File: config.mk
export PLATFORM = sky130hd
export DESIGN_NAME = alu_flat
export DESIGN_NICKNAME = d
export VERILOG_FILES = /design/src/verilog/cpu_pkg.sv /design/src/verilog/mem_bus_if.sv /design/src/verilog/alu.sv /design/src/flat_wrapper.sv
export VERILOG_INCLUDE_DIRS = /design/src /design/src/include
export SDC_FILE = /design/constraint.sdc
export NUM_CORES = 1
export LEC_CHECK = 0
export ABC_CLOCK_PERIOD_IN_PS = 7500
export BUFFER_PORTS_ARGS = -buffer_cell sky130_fd_sc_hd__buf_2
export CAP_MARGIN = 5
export CORE_MARGIN = 2
export CORE_UTILIZATION = 45
export DETAILED_ROUTE_END_ITERATION = 10
export PLACE_DENSITY = 0.79
export SLEW_MARGIN = 40
export SYNTH_ARGS = -nofsm -noshare
export SYNTH_HDL_FRONTEND = slang
export SYNTH_SLANG_ARGS = --single-unit
File: constraint.sdc
create_clock -name vclk -period 7.5
set_input_delay 1.125 -clock vclk [all_inputs]
set_output_delay 1.125 -clock vclk [all_outputs]
set_load 0.02 [all_outputs]
File: src/include/cpu_defs.svh
`ifndef CPU_DEFS_SVH
`define CPU_DEFS_SVH

// datapath and instruction width
`define XLEN 32

// memory depths, in 32-bit words
`define IMEM_WORDS 256
`define DMEM_WORDS 256

// ---------------------------------------------------------------------------
// io map
// ---------------------------------------------------------------------------
// everything at or above IO_BASE is steered away from data memory
`define IO_BASE        32'h0000_f000
`define IO_SWITCH_ADDR 32'h0000_f000
`define IO_LED_ADDR    32'h0000_f004

// opcodes of the supported subset
`define OP_RTYPE  7'b0110011
`define OP_ITYPE  7'b0010011
`define OP_LOAD   7'b0000011
`define OP_STORE  7'b0100011
`define OP_BRANCH 7'b1100011
`define OP_LUI    7'b0110111
`define OP_JAL    7'b1101111

`endif
File: src/verilog/cpu_pkg.sv
package cpu_pkg;

    // ------------------------------------------------------------------------
    // instruction formats, msb first
    // ------------------------------------------------------------------------
    typedef struct packed {
        logic [6:0] funct7;
        logic [4:0] rs2;
        logic [4:0] rs1;
        logic [2:0] funct3;
        logic [4:0] rd;
        logic [6:0] opcode;
    } r_fmt_s;

    typedef struct packed {
        logic [11:0] imm_11_0;
        logic [4:0]  rs1;
        logic [2:0]  funct3;
        logic [4:0]  rd;
        logic [6:0]  opcode;
    } i_fmt_s;

    typedef struct packed {
        logic [6:0] imm_11_5;
        logic [4:0] rs2;
        logic [4:0] rs1;
        logic [2:0] funct3;
        logic [4:0] imm_4_0;
        logic [6:0] opcode;
    } s_fmt_s;

    typedef struct packed {
        logic       imm_12;
        logic [5:0] imm_10_5;
        logic [4:0] rs2;
        logic [4:0] rs1;
        logic [2:0] funct3;
        logic [3:0] imm_4_1;
        logic       imm_11;
        logic [6:0] opcode;
    } b_fmt_s;

    // u-type upper bits share this layout, see decoder
    typedef struct packed {
        logic       imm_20;
        logic [9:0] imm_10_1;
        logic       imm_11;
        logic [7:0] imm_19_12;
        logic [4:0] rd;
        logic [6:0] opcode;
    } j_fmt_s;

    // one fetched word, several readings of it
    typedef union packed {
        r_fmt_s r_fmt;
        i_fmt_s i_fmt;
        s_fmt_s s_fmt;
        b_fmt_s b_fmt;
        j_fmt_s j_fmt;
    } instr_u;

    typedef enum logic [3:0] {
        alu_add    = 4'd0,
        alu_sub    = 4'd1,
        alu_and    = 4'd2,
        alu_or     = 4'd3,
        alu_xor    = 4'd4,
        alu_slt    = 4'd5,
        alu_pass_b = 4'd6
    } alu_op_e;

    // decoded control for one instruction
    typedef struct packed {
        logic    reg_write;
        logic    alu_src_imm;
        logic    mem_read;
        logic    mem_write;
        logic    mem_to_reg;
        logic    branch;
        // bne when set, beq otherwise
        logic    branch_ne;
        logic    jump;
        alu_op_e alu_op;
    } ctrl_s;

endpackage

File: src/verilog/mem_bus_if.sv
`timescale 1ns/100ps
`include "cpu_defs.svh"

// load/store request, datapath to memory-or-io
// rd and wr are never both high
// rdata follows addr combinationally while rd is high, zero otherwise
// a write lands on the clk_i edge closing the instruction
// the memory side maps addr onto io_pkg::region_e
interface mem_bus_if;
    // byte address, straight from the alu result
    logic [`XLEN-1:0] addr;
    // store data, register rs2
    logic [`XLEN-1:0] wdata;
    logic             rd;
    logic             wr;
    logic [`XLEN-1:0] rdata;

    modport datapath (
        output addr,
        output wdata,
        output rd,
        output wr,
        input  rdata
    );

    modport memory (
        input  addr,
        input  wdata,
        input  rd,
        input  wr,
        output rdata
    );
endinterface

File: src/verilog/alu.sv
`timescale 1ns/100ps
`include "cpu_defs.svh"

module alu (
    input  cpu_pkg::ctrl_s         ctrl_i,
    input  logic [`XLEN-1:0]       rs1_data_i,
    input  logic [`XLEN-1:0]       rs2_data_i,
    input  logic [`XLEN-1:0]       imm_i,
    input  logic [`XLEN-1:0]       pc_i,
    output logic [`XLEN-1:0]       result_o,
    output logic                   take_branch_o,
    mem_bus_if.datapath            bus
);

    logic [`XLEN-1:0] op_a;
    logic [`XLEN-1:0] op_b;
    logic             is_zero;

    // jal puts its target on the result, rs1 otherwise
    assign op_a = ctrl_i.jump ? pc_i : rs1_data_i;
    assign op_b = ctrl_i.alu_src_imm ? imm_i : rs2_data_i;

    always_comb begin
        case (ctrl_i.alu_op)
            cpu_pkg::alu_add:    result_o = op_a + op_b;
            cpu_pkg::alu_sub:    result_o = op_a - op_b;
            cpu_pkg::alu_and:    result_o = op_a & op_b;
            cpu_pkg::alu_or:     result_o = op_a | op_b;
            cpu_pkg::alu_xor:    result_o = op_a ^ op_b;
            cpu_pkg::alu_slt: begin
                result_o = {{(`XLEN-1){1'b0}}, $signed(op_a) < $signed(op_b)};
            end
            // lui
            cpu_pkg::alu_pass_b: result_o = op_b;
            default:             result_o = '0;
        endcase
    end

    // branches subtract, so zero means equal
    assign is_zero       = (result_o == '0);
    assign take_branch_o = ctrl_i.branch && (is_zero ^ ctrl_i.branch_ne);

    // load/store request
    assign bus.addr  = result_o;
    assign bus.wdata = rs2_data_i;
    assign bus.rd    = ctrl_i.mem_read;
    assign bus.wr    = ctrl_i.mem_write;

endmodule

File: src/flat_wrapper.sv
// flat-port wrapper written by rule: the top's interface ports become plain ports
module alu_flat 
  (ctrl_i, rs1_data_i, rs2_data_i, imm_i, pc_i, result_o, take_branch_o, bus_addr, bus_wdata, bus_rd, bus_wr, bus_rdata);
  mem_bus_if bus_i ();
  input  cpu_pkg::ctrl_s ctrl_i;
  input  logic [`XLEN-1:0] rs1_data_i;
  input  logic [`XLEN-1:0] rs2_data_i;
  input  logic [`XLEN-1:0] imm_i;
  input  logic [`XLEN-1:0] pc_i;
  output logic [`XLEN-1:0] result_o;
  output logic take_branch_o;
  output wire logic [$bits(bus_i.addr)-1:0] bus_addr;
  output wire logic [$bits(bus_i.wdata)-1:0] bus_wdata;
  output wire logic [$bits(bus_i.rd)-1:0] bus_rd;
  output wire logic [$bits(bus_i.wr)-1:0] bus_wr;
  input wire logic [$bits(bus_i.rdata)-1:0] bus_rdata;
  assign bus_addr = bus_i.addr;
  assign bus_wdata = bus_i.wdata;
  assign bus_rd = bus_i.rd;
  assign bus_wr = bus_i.wr;
  assign bus_i.rdata = bus_rdata;
  alu u_core (.ctrl_i(ctrl_i), .rs1_data_i(rs1_data_i), .rs2_data_i(rs2_data_i), .imm_i(imm_i), .pc_i(pc_i), .result_o(result_o), .take_branch_o(take_branch_o), .bus(bus_i));
endmodule
After elaboration in Yosys (flattened, before gate mapping)
Cells that the tools add are included. Widths: inputs -> output; s select.

Muxes and demuxes: 3. Bitwise operators: 4. Add/sub/neg operators: 2. Reductions and logical operators: 3. Magnitude comparators: 1. Equal/unequal tests: 6.

Operators by type and width (number): $pmux 32 s7 (1); $mux 32 (2); $add 32x32->32 (1); $and 32x32->32 (1); $logic_not 32->1 (1); $lt 32x32->1 (1); $or 32x32->32 (1); $sub 32x32->32 (1); $xor 32x32->32 (1); $eq 4x3->1 const B (3); $eq 4x2->1 const B (2); $eq 4x1->1 const B (1); $logic_not 4->1 (1); $logic_and 1x1->1 (1); $xor 1x1->1 (1).

Output and inout port bits: 99. Flip-flop bits (word level): 0. Input port bits: 172. Word-level logic and storage cells: 19.

Depth between registers and ports, before layout
Depth in word-level cells: 6. Mapped depth: 21. Depth with buffers taken out: 16.

Worst setup path before layout
No wires, ideal clock.

Kind: in2out. Start point: in ctrl_i[10] (netlist name). End point: out take_branch_o. Required time: 6.375 ns. Arrival: 6.420 ns. Stages on the path: 19. Setup slack: -0.045 ns. Cell sequence: buf_4 buf_6 buf_2 buf_1 mux2_2 ha_1 fa_1 a21oi_1 o221ai_2 a21oi_2 nor3_1 o211ai_1 o221ai_1 or4_1 or4b_1 nor4_2 nand2_1 nor4_2 mux2i_1.

Cells in the longest elaborated chain, start to end: 6.

RTL lines: start: declaration (RTL line flat_wrapper.sv:5) `input cpu_pkg::ctrl_s ctrl_i;`; $mux 32 (*) (RTL line alu.sv:21) `assign op_b = ctrl_i.alu_src_imm ? imm_i : rs2_data_i;`; $sub 32x32->32 (tied with other cells) (RTL line alu.sv:26) `cpu_pkg::alu_sub: result_o = op_a - op_b;`; $pmux 32 s7 (*) (RTL line alu.sv:24) `case (ctrl_i.alu_op)`; net bus_addr[14] (RTL line flat_wrapper.sv:12) `output wire logic [$bits(bus_i.addr)-1:0] bus_addr;`; $logic_not 32->1 (*) (RTL line alu.sv:40) `assign is_zero = (result_o == '0);`; $xor 1x1->1 (*) (RTL line alu.sv:41) `assign take_branch_o = ctrl_i.branch && (is_zero ^ ctrl_i.branch_ne);`; $logic_and 1x1->1 (*) (RTL line alu.sv:41); end: declaration (RTL line flat_wrapper.sv:11) `output logic take_branch_o;`.

Mark *: on every way through the listed nets, which the timed path passes. The rest lies on a longest branch.

Worst setup path in the final report
Start point: in ctrl_i[10] (netlist name). End point: out take_branch_o.

Cells in the longest elaborated chain, start to end: 6.

RTL lines (RTL line): $mux 32 (*) (alu.sv:21); $sub 32x32->32 (tied with other cells) (alu.sv:26); $pmux 32 s7 (*) (alu.sv:24); $logic_not 32->1 (*) (alu.sv:40); $xor 1x1->1 (*) (alu.sv:41); $logic_and 1x1->1 (*) (alu.sv:41).

Every way passes the cells marked *; elsewhere a longest branch is shown, timed or not.

==> run_results.csv <==
group,metric,value,unit
sta,tightest_slew,0.818,ns
placed_design,dp_cells,1431,
route,first_pass_iters,6,
global_route,grt_pass1_vias,8207,
route,post-route-drc-count,0,
hold_path,worstHoldPathCells,0,
final_layout,clkbuf_count,0,
synth,synth-xor-area-share,0.00946,
die,num_rows,46,
final_layout,final_nets,1496,
global_route,grt_pass1_wl,44200,µm
sta,rsz0062_at_grt,"false",
critical_path,startpoint_type,"input port",
synth,yosys.area.top_type,"ha_1",
synth,syn-num-nets,1349,
synth,avgSynthCellArea,6.92,µm²
sta,fin_crit_sh,0.972,
die,dieArea,17500,µm²
die,ios,271,
final_layout,fin_cells,1431,
final_layout,postLayoutCoreUtil,0.529,
sta,finalCriticalPeriod,7.29,ns
run_status,status,"completed",
placed_design,dp_hpwl,23100,µm
placed_design,pre_cts_slack,0.284,ns
synth,synth_top_family_by_area,"compound AO/OA/AOI/OAI gates",
sta,fmax,0.137,GHz
final_layout,fillers,1588,
final_layout,area_growth,14.1,%
synth,synth_mux_area_frac,0.0974,
global_route,grt_max_degree,30,
critical_path,crit_type,"input port to output port",
sta,setup_ws,0.209,ns
route,dr.first_iter.drc_count,929,
route,wl_per_cell,19.8,µm
global_route,antenna_found_initial,0,
sta,whs,2.25,ns
critical_path,cp.required,6.38,ns
synth,yosys.area_share.simple,0.220,
die,die_h,132,µm
pwr,p_leak,4.19,nW
final_layout,mostFrequentLayoutCell,"buf_2",
synth,synthAdderAreaFrac,0.183,
critical_path,setup.worst_path.end_class,"output port",
final_layout,drive_above_1_share,0.275,
run,cap_violations,0,
synth,synth_top_cell_area_share,0.177,
placed_design,port_buffers,233,
synth,synthTopCellsByArea,"ha_1 18%, mux2i_1 7.4%, buf_4 7.0%",
synth,ys_seq_area_frac,0,
synth,synth_cell_types,90,
route,drtAntennaViolNets,0,
final_layout,multiInputGateArea,6320,µm²
pwr,pwr_density_cell,113,nW/µm²
route,viasPerCell,6.25,
hold_path,hold_start,"ctrl_i[8]",
route,wl,28400,µm
route,num_vias,8941,
final_layout,register_area,0,µm²
die,die_w,132,µm
critical_path,crit_path_top_delay_cell,"or4_4",
die,start_util,0.463,
critical_path,setup.worst_path.start,"ctrl_i[10]",
critical_path,cpPeakStageDelay,0.60,ns
global_route,track_usage,0.306,
synth,synth_warnings,0,
die,coreArea,16000,µm²
sta,setup_viol_count_final,0,
sta,slew_headroom,0.449,
critical_path,crit_arrival,6.17,ns
critical_path,crit_fanout,17,
placed_design,gp_congestion,0.993,
synth,synth_compound_area_frac,0.335,
final_layout,layout_common_cells,"233 x buf_2, 105 x ha_1, 94 x inv_1",
hold_path,hold_path_class,"input port to output port",
sta,setup_tns,0,ns
final_layout,antenna_cells,0,
final_layout,nFlopsAndLatches,0,
critical_path,crit_chain,"buf_2, buf_12, mux2_2, inv_1, ha_1, or4_4, or4b_4, a21oi_2, nor3_2, nor4_1, buf_4, o21ai_0, a22oi_1, o221ai_1, nor4_2, nand2_1, nor4_2, mux2i_1, buf_2",
global_route,grt-ovfl-total,0,
synth,synth_cells,1070,
sta,final-hold-violation-count,0,
sta,final_max_slew_viol_count,0,
synth,syn_area,7410,µm²
pwr,peakVddDrop,69.0,µV
==> what timing repair did <==
item,4_1_cts,5_1_grt
hold buffers,0,0
endpoints found under the setup margin,0,1
gates resized for setup,0,3
buffers inserted,0,0
==> critical path: cells and delay by family <==
family | cells | cell delay (ns)
and+or+nand+nor | 7 | 2.41
buffers and inverters | 5 | 0.95
AOI/OAI and AO/OA | 4 | 0.70
muxes | 2 | 0.61
adders and majority gates | 1 | 0.33
==> synthesized netlist by cell type, types with 10 or more instances <==
cell      number
nor3_1        36
nor2_1        76
mux2i_1       55
clkbuf_1      40
o31ai_1       11
and2_1        10
nand3_1       30
a21o_1        20
o21ai_0       45
nor4_1        16
nand2_1       57
a211oi_1      25
inv_1         94
buf_2         13
o211ai_1      16
nor2b_1       11
mux2_2        12
o21ai_1       11
nand2b_1      10
a21oi_1       74
o221ai_1      13
ha_1         105
buf_4         69
==> area by class of cell <==
class	instances	share of cell area
timing repair buffer	275	0.177
multi-input combinational	840	0.747
inverter	100	0.0444
tap	216	0.0320
==> worst paths after layout <==
check,to,slack [ns]
max,take_branch_o,0.21
min,bus_wr,2.25
==> routing by layer <==
metal | GRT usage | wire length [µm]
met5 | 0 | 0
met4 | 0.0812 | 927
met3 | 0.0231 | 2150
met2 | 0.531 | 13400
met1 | 0.407 | 12000
==> kinds of logic (layout without fill, tap and decap cells) <==
family          after synthesis  count (layout)
compound gates              346             346
xor+xnor                      8               8
fa+ha+maj                   107             107
buf+inv                     230             375
mux                          69              69
simple gates                310             310
==> power breakdown <==
group          total, mW  internal (mW)  switching, mW
Clock                  0              0              0
Combinational      0.958          0.343          0.615
Sequential             0              0              0
Total              0.958          0.343          0.615
==> metrics by stage <==
step           area [µm²]  power [mW]
5_1_grt              8460        1.03
6_report             8460       0.958
3_5_place_dp         8440       0.934
2_1_floorplan        7410       0.694
3_3_place_gp         8430       0.926
4_1_cts              8440       0.938
No activity file was read; power rests on OpenSTA's default activity.
