### src/include/cpu_defs.svh
`ifndef CPU_DEFS_SVH
`define CPU_DEFS_SVH

// datapath and instruction width
`define XLEN 32

// memory depths, in 32-bit words
`define IMEM_WORDS 256
`define DMEM_WORDS 256

// ---------------------------------------------------------------------------
// io map
// ---------------------------------------------------------------------------
// everything at or above IO_BASE is steered away from data memory
`define IO_BASE        32'h0000_f000
`define IO_SWITCH_ADDR 32'h0000_f000
`define IO_LED_ADDR    32'h0000_f004

// opcodes of the supported subset
`define OP_RTYPE  7'b0110011
`define OP_ITYPE  7'b0010011
`define OP_LOAD   7'b0000011
`define OP_STORE  7'b0100011
`define OP_BRANCH 7'b1100011
`define OP_LUI    7'b0110111
`define OP_JAL    7'b1101111

`endif
### src/verilog/cpu_pkg.sv
package cpu_pkg;

    // ------------------------------------------------------------------------
    // instruction formats, msb first
    // ------------------------------------------------------------------------
    typedef struct packed {
        logic [6:0] funct7;
        logic [4:0] rs2;
        logic [4:0] rs1;
        logic [2:0] funct3;
        logic [4:0] rd;
        logic [6:0] opcode;
    } r_fmt_s;

    typedef struct packed {
        logic [11:0] imm_11_0;
        logic [4:0]  rs1;
        logic [2:0]  funct3;
        logic [4:0]  rd;
        logic [6:0]  opcode;
    } i_fmt_s;

    typedef struct packed {
        logic [6:0] imm_11_5;
        logic [4:0] rs2;
        logic [4:0] rs1;
        logic [2:0] funct3;
        logic [4:0] imm_4_0;
        logic [6:0] opcode;
    } s_fmt_s;

    typedef struct packed {
        logic       imm_12;
        logic [5:0] imm_10_5;
        logic [4:0] rs2;
        logic [4:0] rs1;
        logic [2:0] funct3;
        logic [3:0] imm_4_1;
        logic       imm_11;
        logic [6:0] opcode;
    } b_fmt_s;

    // u-type upper bits share this layout, see decoder
    typedef struct packed {
        logic       imm_20;
        logic [9:0] imm_10_1;
        logic       imm_11;
        logic [7:0] imm_19_12;
        logic [4:0] rd;
        logic [6:0] opcode;
    } j_fmt_s;

    // one fetched word, several readings of it
    typedef union packed {
        r_fmt_s r_fmt;
        i_fmt_s i_fmt;
        s_fmt_s s_fmt;
        b_fmt_s b_fmt;
        j_fmt_s j_fmt;
    } instr_u;

    typedef enum logic [3:0] {
        alu_add    = 4'd0,
        alu_sub    = 4'd1,
        alu_and    = 4'd2,
        alu_or     = 4'd3,
        alu_xor    = 4'd4,
        alu_slt    = 4'd5,
        alu_pass_b = 4'd6
    } alu_op_e;

    // decoded control for one instruction
    typedef struct packed {
        logic    reg_write;
        logic    alu_src_imm;
        logic    mem_read;
        logic    mem_write;
        logic    mem_to_reg;
        logic    branch;
        // bne when set, beq otherwise
        logic    branch_ne;
        logic    jump;
        alu_op_e alu_op;
    } ctrl_s;

endpackage

### src/verilog/decoder.sv
`timescale 1ns/100ps
`include "cpu_defs.svh"

module decoder (
    input  logic                   clk_i,
    input  logic                   rst_n_i,
    input  cpu_pkg::instr_u        instr_i,
    input  logic [`XLEN-1:0]       pc_plus4_i,
    input  logic [`XLEN-1:0]       alu_result_i,
    input  logic [`XLEN-1:0]       load_data_i,
    output cpu_pkg::ctrl_s         ctrl_o,
    output logic [`XLEN-1:0]       rs1_data_o,
    output logic [`XLEN-1:0]       rs2_data_o,
    output logic [`XLEN-1:0]       imm_o
);

    logic [`XLEN-1:0] regs [32];
    logic [`XLEN-1:0] wb_data;
    logic [4:0]       rs1_addr;
    logic [4:0]       rs2_addr;
    logic [4:0]       rd_addr;

    // register fields sit at the same bits in every view
    assign rs1_addr = instr_i.r_fmt.rs1;
    assign rs2_addr = instr_i.s_fmt.rs2;
    assign rd_addr  = instr_i.i_fmt.rd;

    // ------------------------------------------------------------------------
    // control and immediate
    // ------------------------------------------------------------------------
    always_comb begin
        ctrl_o        = '0;
        ctrl_o.alu_op = cpu_pkg::alu_add;
        imm_o         = '0;
        case (instr_i.i_fmt.opcode)
            `OP_RTYPE: begin
                ctrl_o.reg_write = 1'b1;
                case (instr_i.r_fmt.funct3)
                    3'b000: begin
                        // funct7 bit 5 splits add from sub
                        ctrl_o.alu_op = instr_i.r_fmt.funct7[5] ? cpu_pkg::alu_sub
                                                                : cpu_pkg::alu_add;
                    end
                    3'b010:  ctrl_o.alu_op = cpu_pkg::alu_slt;
                    3'b100:  ctrl_o.alu_op = cpu_pkg::alu_xor;
                    3'b110:  ctrl_o.alu_op = cpu_pkg::alu_or;
                    3'b111:  ctrl_o.alu_op = cpu_pkg::alu_and;
                    default: ctrl_o.alu_op = cpu_pkg::alu_add;
                endcase
            end
            `OP_ITYPE: begin
                // addi only
                ctrl_o.reg_write   = 1'b1;
                ctrl_o.alu_src_imm = 1'b1;
                imm_o = {{20{instr_i.i_fmt.imm_11_0[11]}}, instr_i.i_fmt.imm_11_0};
            end
            `OP_LOAD: begin
                ctrl_o.reg_write   = 1'b1;
                ctrl_o.alu_src_imm = 1'b1;
                ctrl_o.mem_read    = 1'b1;
                ctrl_o.mem_to_reg  = 1'b1;
                imm_o = {{20{instr_i.i_fmt.imm_11_0[11]}}, instr_i.i_fmt.imm_11_0};
            end
            `OP_STORE: begin
                ctrl_o.alu_src_imm = 1'b1;
                ctrl_o.mem_write   = 1'b1;
                imm_o = {{20{instr_i.s_fmt.imm_11_5[6]}},
                         instr_i.s_fmt.imm_11_5, instr_i.s_fmt.imm_4_0};
            end
            `OP_BRANCH: begin
                // compare by subtraction
                // funct3 bit 0 picks bne
                ctrl_o.branch    = 1'b1;
                ctrl_o.branch_ne = instr_i.b_fmt.funct3[0];
                ctrl_o.alu_op    = cpu_pkg::alu_sub;
                imm_o = {{19{instr_i.b_fmt.imm_12}}, instr_i.b_fmt.imm_12,
                         instr_i.b_fmt.imm_11, instr_i.b_fmt.imm_10_5,
                         instr_i.b_fmt.imm_4_1, 1'b0};
            end
            `OP_LUI: begin
                ctrl_o.reg_write   = 1'b1;
                ctrl_o.alu_src_imm = 1'b1;
                ctrl_o.alu_op      = cpu_pkg::alu_pass_b;
                // word bits 31:12 read back in order through the j view
                imm_o = {instr_i.j_fmt.imm_20, instr_i.j_fmt.imm_10_1,
                         instr_i.j_fmt.imm_11, instr_i.j_fmt.imm_19_12, 12'b0};
            end
            `OP_JAL: begin
                ctrl_o.reg_write   = 1'b1;
                ctrl_o.jump        = 1'b1;
                // pc plus offset through the alu
                ctrl_o.alu_src_imm = 1'b1;
                imm_o = {{11{instr_i.j_fmt.imm_20}}, instr_i.j_fmt.imm_20,
                         instr_i.j_fmt.imm_19_12, instr_i.j_fmt.imm_11,
                         instr_i.j_fmt.imm_10_1, 1'b0};
            end
            default: begin
                // nothing retires for an unsupported opcode
            end
        endcase
    end

    // ------------------------------------------------------------------------
    // register file
    // ------------------------------------------------------------------------
    // load data over the jal link over the alu result
    assign wb_data = ctrl_o.mem_to_reg ? load_data_i :
                     ctrl_o.jump       ? pc_plus4_i  : alu_result_i;

    always_ff @(posedge clk_i) begin
        if (!rst_n_i) begin
            for (int i = 0; i < 32; i++) begin
                regs[i] <= '0;
            end
        end else if (ctrl_o.reg_write && rd_addr != 5'd0) begin
            regs[rd_addr] <= wb_data;
        end
    end

    assign rs1_data_o = regs[rs1_addr];
    assign rs2_data_o = regs[rs2_addr];

    // x0 stays zero through reset and the dropped writes
    a_x0_zero : assert property (
        @(posedge clk_i) disable iff (!rst_n_i) (rs1_addr == 5'd0) |-> (rs1_data_o == '0)
    );

endmodule

### config.mk
export PLATFORM = sky130hd
export DESIGN_NAME = decoder
export DESIGN_NICKNAME = d
export VERILOG_FILES = /design/src/verilog/cpu_pkg.sv /design/src/verilog/decoder.sv
export VERILOG_INCLUDE_DIRS = /design/src /design/src/include
export SDC_FILE = /design/constraint.sdc
export NUM_CORES = 2
export LEC_CHECK = 0
export BUFFER_PORTS_ARGS = -buffer_cell sky130_fd_sc_hd__buf_2
export CORE_AREA = 2 2 434 436
export CTS_CLUSTER_DIAMETER = 60
export DETAILED_ROUTE_END_ITERATION = 16
export DIE_AREA = 0 0 436 438
export GPL_ROUTABILITY_DRIVEN = 1
export GPL_TIMING_DRIVEN = 0
export PLACE_DENSITY = 0.51
export RECOVER_POWER = 25
export REMOVE_ABC_BUFFERS = 1
export SLEW_MARGIN = 40
export SYNTH_ARGS = -nofsm -noshare
export SYNTH_HDL_FRONTEND = slang
export SYNTH_SLANG_ARGS = --single-unit
### constraint.sdc
create_clock -name clk_i -period 3.1 [get_ports clk_i]
set_input_delay 0.31 -clock clk_i [delete_from_list [all_inputs] [get_ports clk_i]]
set_output_delay 0.31 -clock clk_i [all_outputs]
set_load 0.01 [all_outputs]
# Word-level counts from Yosys, hierarchy flattened
# Memory sizes are Yosys's and may differ from the RTL's.
# Cells that the tools add are included.
[word_totals] register_bits=0 ramBits=1024 in_bits=130 out_inout_bits=108 word_cells=38 memories=1
[memory_table] memory="regs" words=32 word_bits=32 rd=2 rd_ports_with_merged_regs=0 write_ports=32 line_no="decoder.sv:17" text="logic [`XLEN-1:0] regs [32];"
[op_classes] n_eq_ne=11 muxes=19 n_reduce_logical=7
[op_table] operator="case mux 32 bit (5 select lines)" n=1
[op_table] operator="2-to-1 mux 32 bit" n=3
[op_table] operator="OR reduction 32 bit" n=1
[op_table] operator="equality test 7 x 6 -> 1 bit, second input constant" n=3
[op_table] operator="case mux 3 bit (5 select lines)" n=1
[op_table] operator="equality test 7 bit, second input constant" n=2
[op_table] operator="case mux 4 bit (3 select lines)" n=1
[op_table] operator="2-to-1 mux 1 bit" n=11
[op_table] operator="OR reduction 5 bit" n=2
[op_table] operator="equality test 3 bit, second input constant" n=3
[op_table] operator="equality test 7 x 2 -> 1 bit, second input constant" n=1
[op_table] operator="equality test 7 x 5 -> 1 bit, second input constant" n=1
[op_table] operator="2-to-1 mux 5 bit" n=1
[op_table] operator="nonzero test 5 bit" n=1
[op_table] operator="equality test 3 x 2 -> 1 bit, second input constant" n=1
[op_table] operator="logical NOT 3 bit" n=1
[op_table] operator="2-to-1 mux 2 bit" n=1
[op_table] operator="OR reduction 2 bit" n=1
[op_table] operator="logical AND 1 bit" n=1

# Logic depth before layout (Yosys ltp)
[logic_depth] word_depth=9 ltp_mapped=9 mapped_depth_nobuf=6

# Worst setup path before layout
# OpenSTA, ideal clock, no wires.
[synth_path] path_type="in2reg" startpoint="input port instr_i[2] in the netlist's numbering" endpoint="memory regs[11][0] in the netlist's numbering, enable pin" setup_ps=389 t_arrival_ps=2366 required_ps=2711 setup_slack_ps=345 cell_stages=7 cell_sequence="buf_6 -> or4_4 -> nand3b_4 -> buf_4 -> nand3_1 -> clkbuf_1 -> nand2_1"
[synth_rtl] item="start: declaration" line_no="decoder.sv:7" text="input cpu_pkg::instr_u instr_i,"
[synth_rtl] item="end: declaration" line_no="decoder.sv:17"

# Worst setup path in the final report
[layout_path] startpoint="input port instr_i[22] in the netlist's numbering" endpoint="output port rs2_data_o[29]"
[layout_between] elab_chain_len=1
[layout_lines] item="memory read (32 x 32 bit)"
[layout_lines] item="end: declaration" line_no="decoder.sv:13" text="output logic [`XLEN-1:0] rs2_data_o,"
# No other way between the ends.

==> metrics.md <==
| Metric | Value |
|---|---|
| Post-synth EDFFs | `1024` |
| Met2 GRT Util | `0.4133` |
| First-pass GRT wire length | `316800 µm` |
| Clock H-tree levels | `3` |
| Starting Density | `0.2979` |
| Deepest clock path buffer count | `3` |
| Port-buffer cells | `approximately 240` |
| Max reg flops | `1024` |
| Post-placement cell count | `7303` |
| Highest clock rate | `~320 MHz` |
| Clock-pin slew on the worst setup and hold paths | `60 ps` |
| Hold Fails Final Rpt | `0` |
| Regs by FF count | `regs x1024` |
| Crit path time final | `~3000 ps` |
| Gpl congestion | `0.7839` |
| P&R area growth vs syn | `19.80%` |
| Die Height | `438 µm` |
| Hold path depth | `3` |
| Worst VDD drop | `~0.44 mV` |
| Crit. End Element | `output port` |
| Met1 Usage GRT | `0.2752` |
| Area leader, netlist | `edfxtp_1` |
| Period utilization | `0.9953` |
| Final hold slack | `66.89 ps` |
| Count leader, synth | `mux2i_1` |
| Root Driver | `clkbuf_16` |
| Grt total ovfl | `0` |
| RSZ-0062 raised after global routing | `no` |
| Slew headroom | `-0.1399` |
| PwrDens | `510.7 mW/mm²` |
| Floorplan die area | `0.1910 mm²` |
| CORE AREA | `around 0.19 mm²` |
| Prevailing post-synth register cell | `edfxtp_1` |
| CTS buffer count | `107` |
| Post-layout net count | `5078` |
| Vias in the first global route | `approximately 40000` |
| WP data required | `2790 ps` |
| Dpl ws | `-989.9 ps` |
| CP startpoint | `instr_i[22]` |
| Crit-path max FO | `14` |
| Worst setup SP type | `primary input` |
| Final Setup Violations | `0` |
| TritonCTS clock tree | `yes` |
| GRT busiest layer | `met2` |
| Filler cells | `18330` |
| Syn Area/Cell | `11.69 µm²` |
| Share of flip-flops with an asynchronous set or reset | `0` |
| Crit path arrival time | `approximately 2800 ps` |
| Via density per instance | `5.555` |
| Boundary Pins | `238` |
| FF+latch count, synth | `1024` |
| Ranking of synthesized cells by area | `edfxtp_1, mux2i_1, nor2_1` |
| Top cell types by occurrence after synthesis | `mux2i_1, edfxtp_1, nor2_1` |
| Detailed Routing Iterations Pass 1 | `6` |
| Dpl hpwl | `152500 µm` |
| DRC Markers | `0` |
| Outcome | `finished with violations` |
| Largest net degree at the start of global routing | `69` |
| Hold Crit Class | `in2reg` |
| Setup ws final | `14.43 ps` |
| Slew @ Worst Pin | `1662 ps` |
| Seq/Total Area, Yosys | `0.5531` |
| Synth cell types | `39` |
| Grt met3 use | `0.03222` |
| Max Cap Viol | `1` |
| Hold Crit Start | `load_data_i[29]` |
| Synthesized area | `approximately 0.056 mm²` |
| Clock tree sinks | `1024` |
| Largest register by flop count | `regs` |
| All-Layer GR Usage | `0.2332` |
| Final WL | `229700 µm` |
| Mapped Cells | `around 4800` |
| Initial antenna violation count | `2` |
| Via count | `41830` |
| Synth top area share | `0.5531` |
| Share of cells above drive strength 1 | `0.1757` |
| Synth warn | `0` |
| Crit Path Category | `in2out` |
| Total power | `approximately 34 mW` |
| Hold path endpoint | `regs[8][29]` |
| Cell row count | `159` |
| DRT iter0 DRCs | `4168` |
| Pins Over Slew Limit | `14` |
| Failing checks | `capacitance limit, slew limit` |
| P_leak | `about 25 nW` |
| Wirelength per Cell | `about 31 µm` |
| ANT nets after route | `0` |
| Chip Width | `around 440 µm` |
| Non-Filler Instances | `about 7500` |
logic make-up after synthesis:
| logic type | count (synthesis) | synth area share |
|---|---|---|
| simple gates | 1567 | 0.1216 |
| mux | 1088 | 0.2025 |
| flops | 1024 | 0.5531 |
| compound gates | 607 | 0.07477 |
| buf+inv | 469 | 0.04774 |
| xor+xnor | 1 | 0.0001576 |
| other cells | 1 | 0.00006746 |
worst max-delay path, stage by stage:
cell	delay (ps)
buf_2	160
nor2b_4	160
buf_16	160
buf_16	160
buf_8	160
buf_16	180
buf_16	170
buf_8	160
a22o_1	200
nor3_1	400
a31oi_1	130
nand3_1	190
buf_2	180
where the power goes:
group          internal (mW)  switching, mW
combinational           1.81           3.11
sequential              15.9          0.356
clock                   7.17           5.64
total                   24.9           9.10
timing repair:
action                                 CTS  global route
hold buffers                             7             0
pin swaps                                1             0
endpoints found under the hold margin   28             0
setup endpoints to repair              110            30
gates cloned                            13             2
buffers inserted                         8             1
gates resized for setup                 14             2
layer usage:
metal,up-vias,wire length (µm)
met5,-,18
li1,17820,-
met4,2,13130
met1,21450,85700
met2,1997,115200
met3,555,15630
how the worst max path moves through the flow:
stage	to	cells past startpoint	slack (ps)
finish	rs2_data_o[29]	13	10
global route	rs2_data_o[29]	13	0.4
CTS	rs1_data_o[5]	8	2
detailed placement	regs[4][23]	7	-990
global placement	rs2_data_o[22]	6	-12830
floorplan	regs[6][0]	5	-2940
per-stage QoR:
| step | instance area [µm²] | util | TNS [ps] |
|---|---|---|---|
| floorplan | 53070 | - | -4693720 |
| global route | 66590 | 0.3568 | 0 |
| global placement | 57380 | 0.3075 | - |
| CTS | 67200 | 0.3601 | 0 |
| finish | 66600 | 0.3569 | 0 |
| detailed placement | 63190 | 0.3387 | -608090 |
final cells by class:
| cell class | instances | area, µm² | area share |
|---|---|---|---|
| multi-input combinational | 3296 | 22890 | 0.3438 |
| clock inverter | 59 | 504.2 | 0.007572 |
| clock buffer | 134 | 2864 | 0.04301 |
| inverter | 4 | 16.27 | 0.0002442 |
| tap | 2495 | 3122 | 0.04688 |
| antenna | 2 | 5.005 | 0.00007515 |
| sequential | 1024 | 30750 | 0.4617 |
| timing repair buffer | 515 | 6440 | 0.09670 |
cells in the final DEF (no fill, tap or decap), drive strengths merged, types with 68 or more instances in the layout:
cell type,instances
nor2,1007
nand2,231
clkbuf,181
buf,448
mux2i,1056
nor3,68
a22o,133
nand3,224
a22oi,193
edfxtp,1024
a21oi,194
No activity file was read; power rests on OpenSTA's default activity.
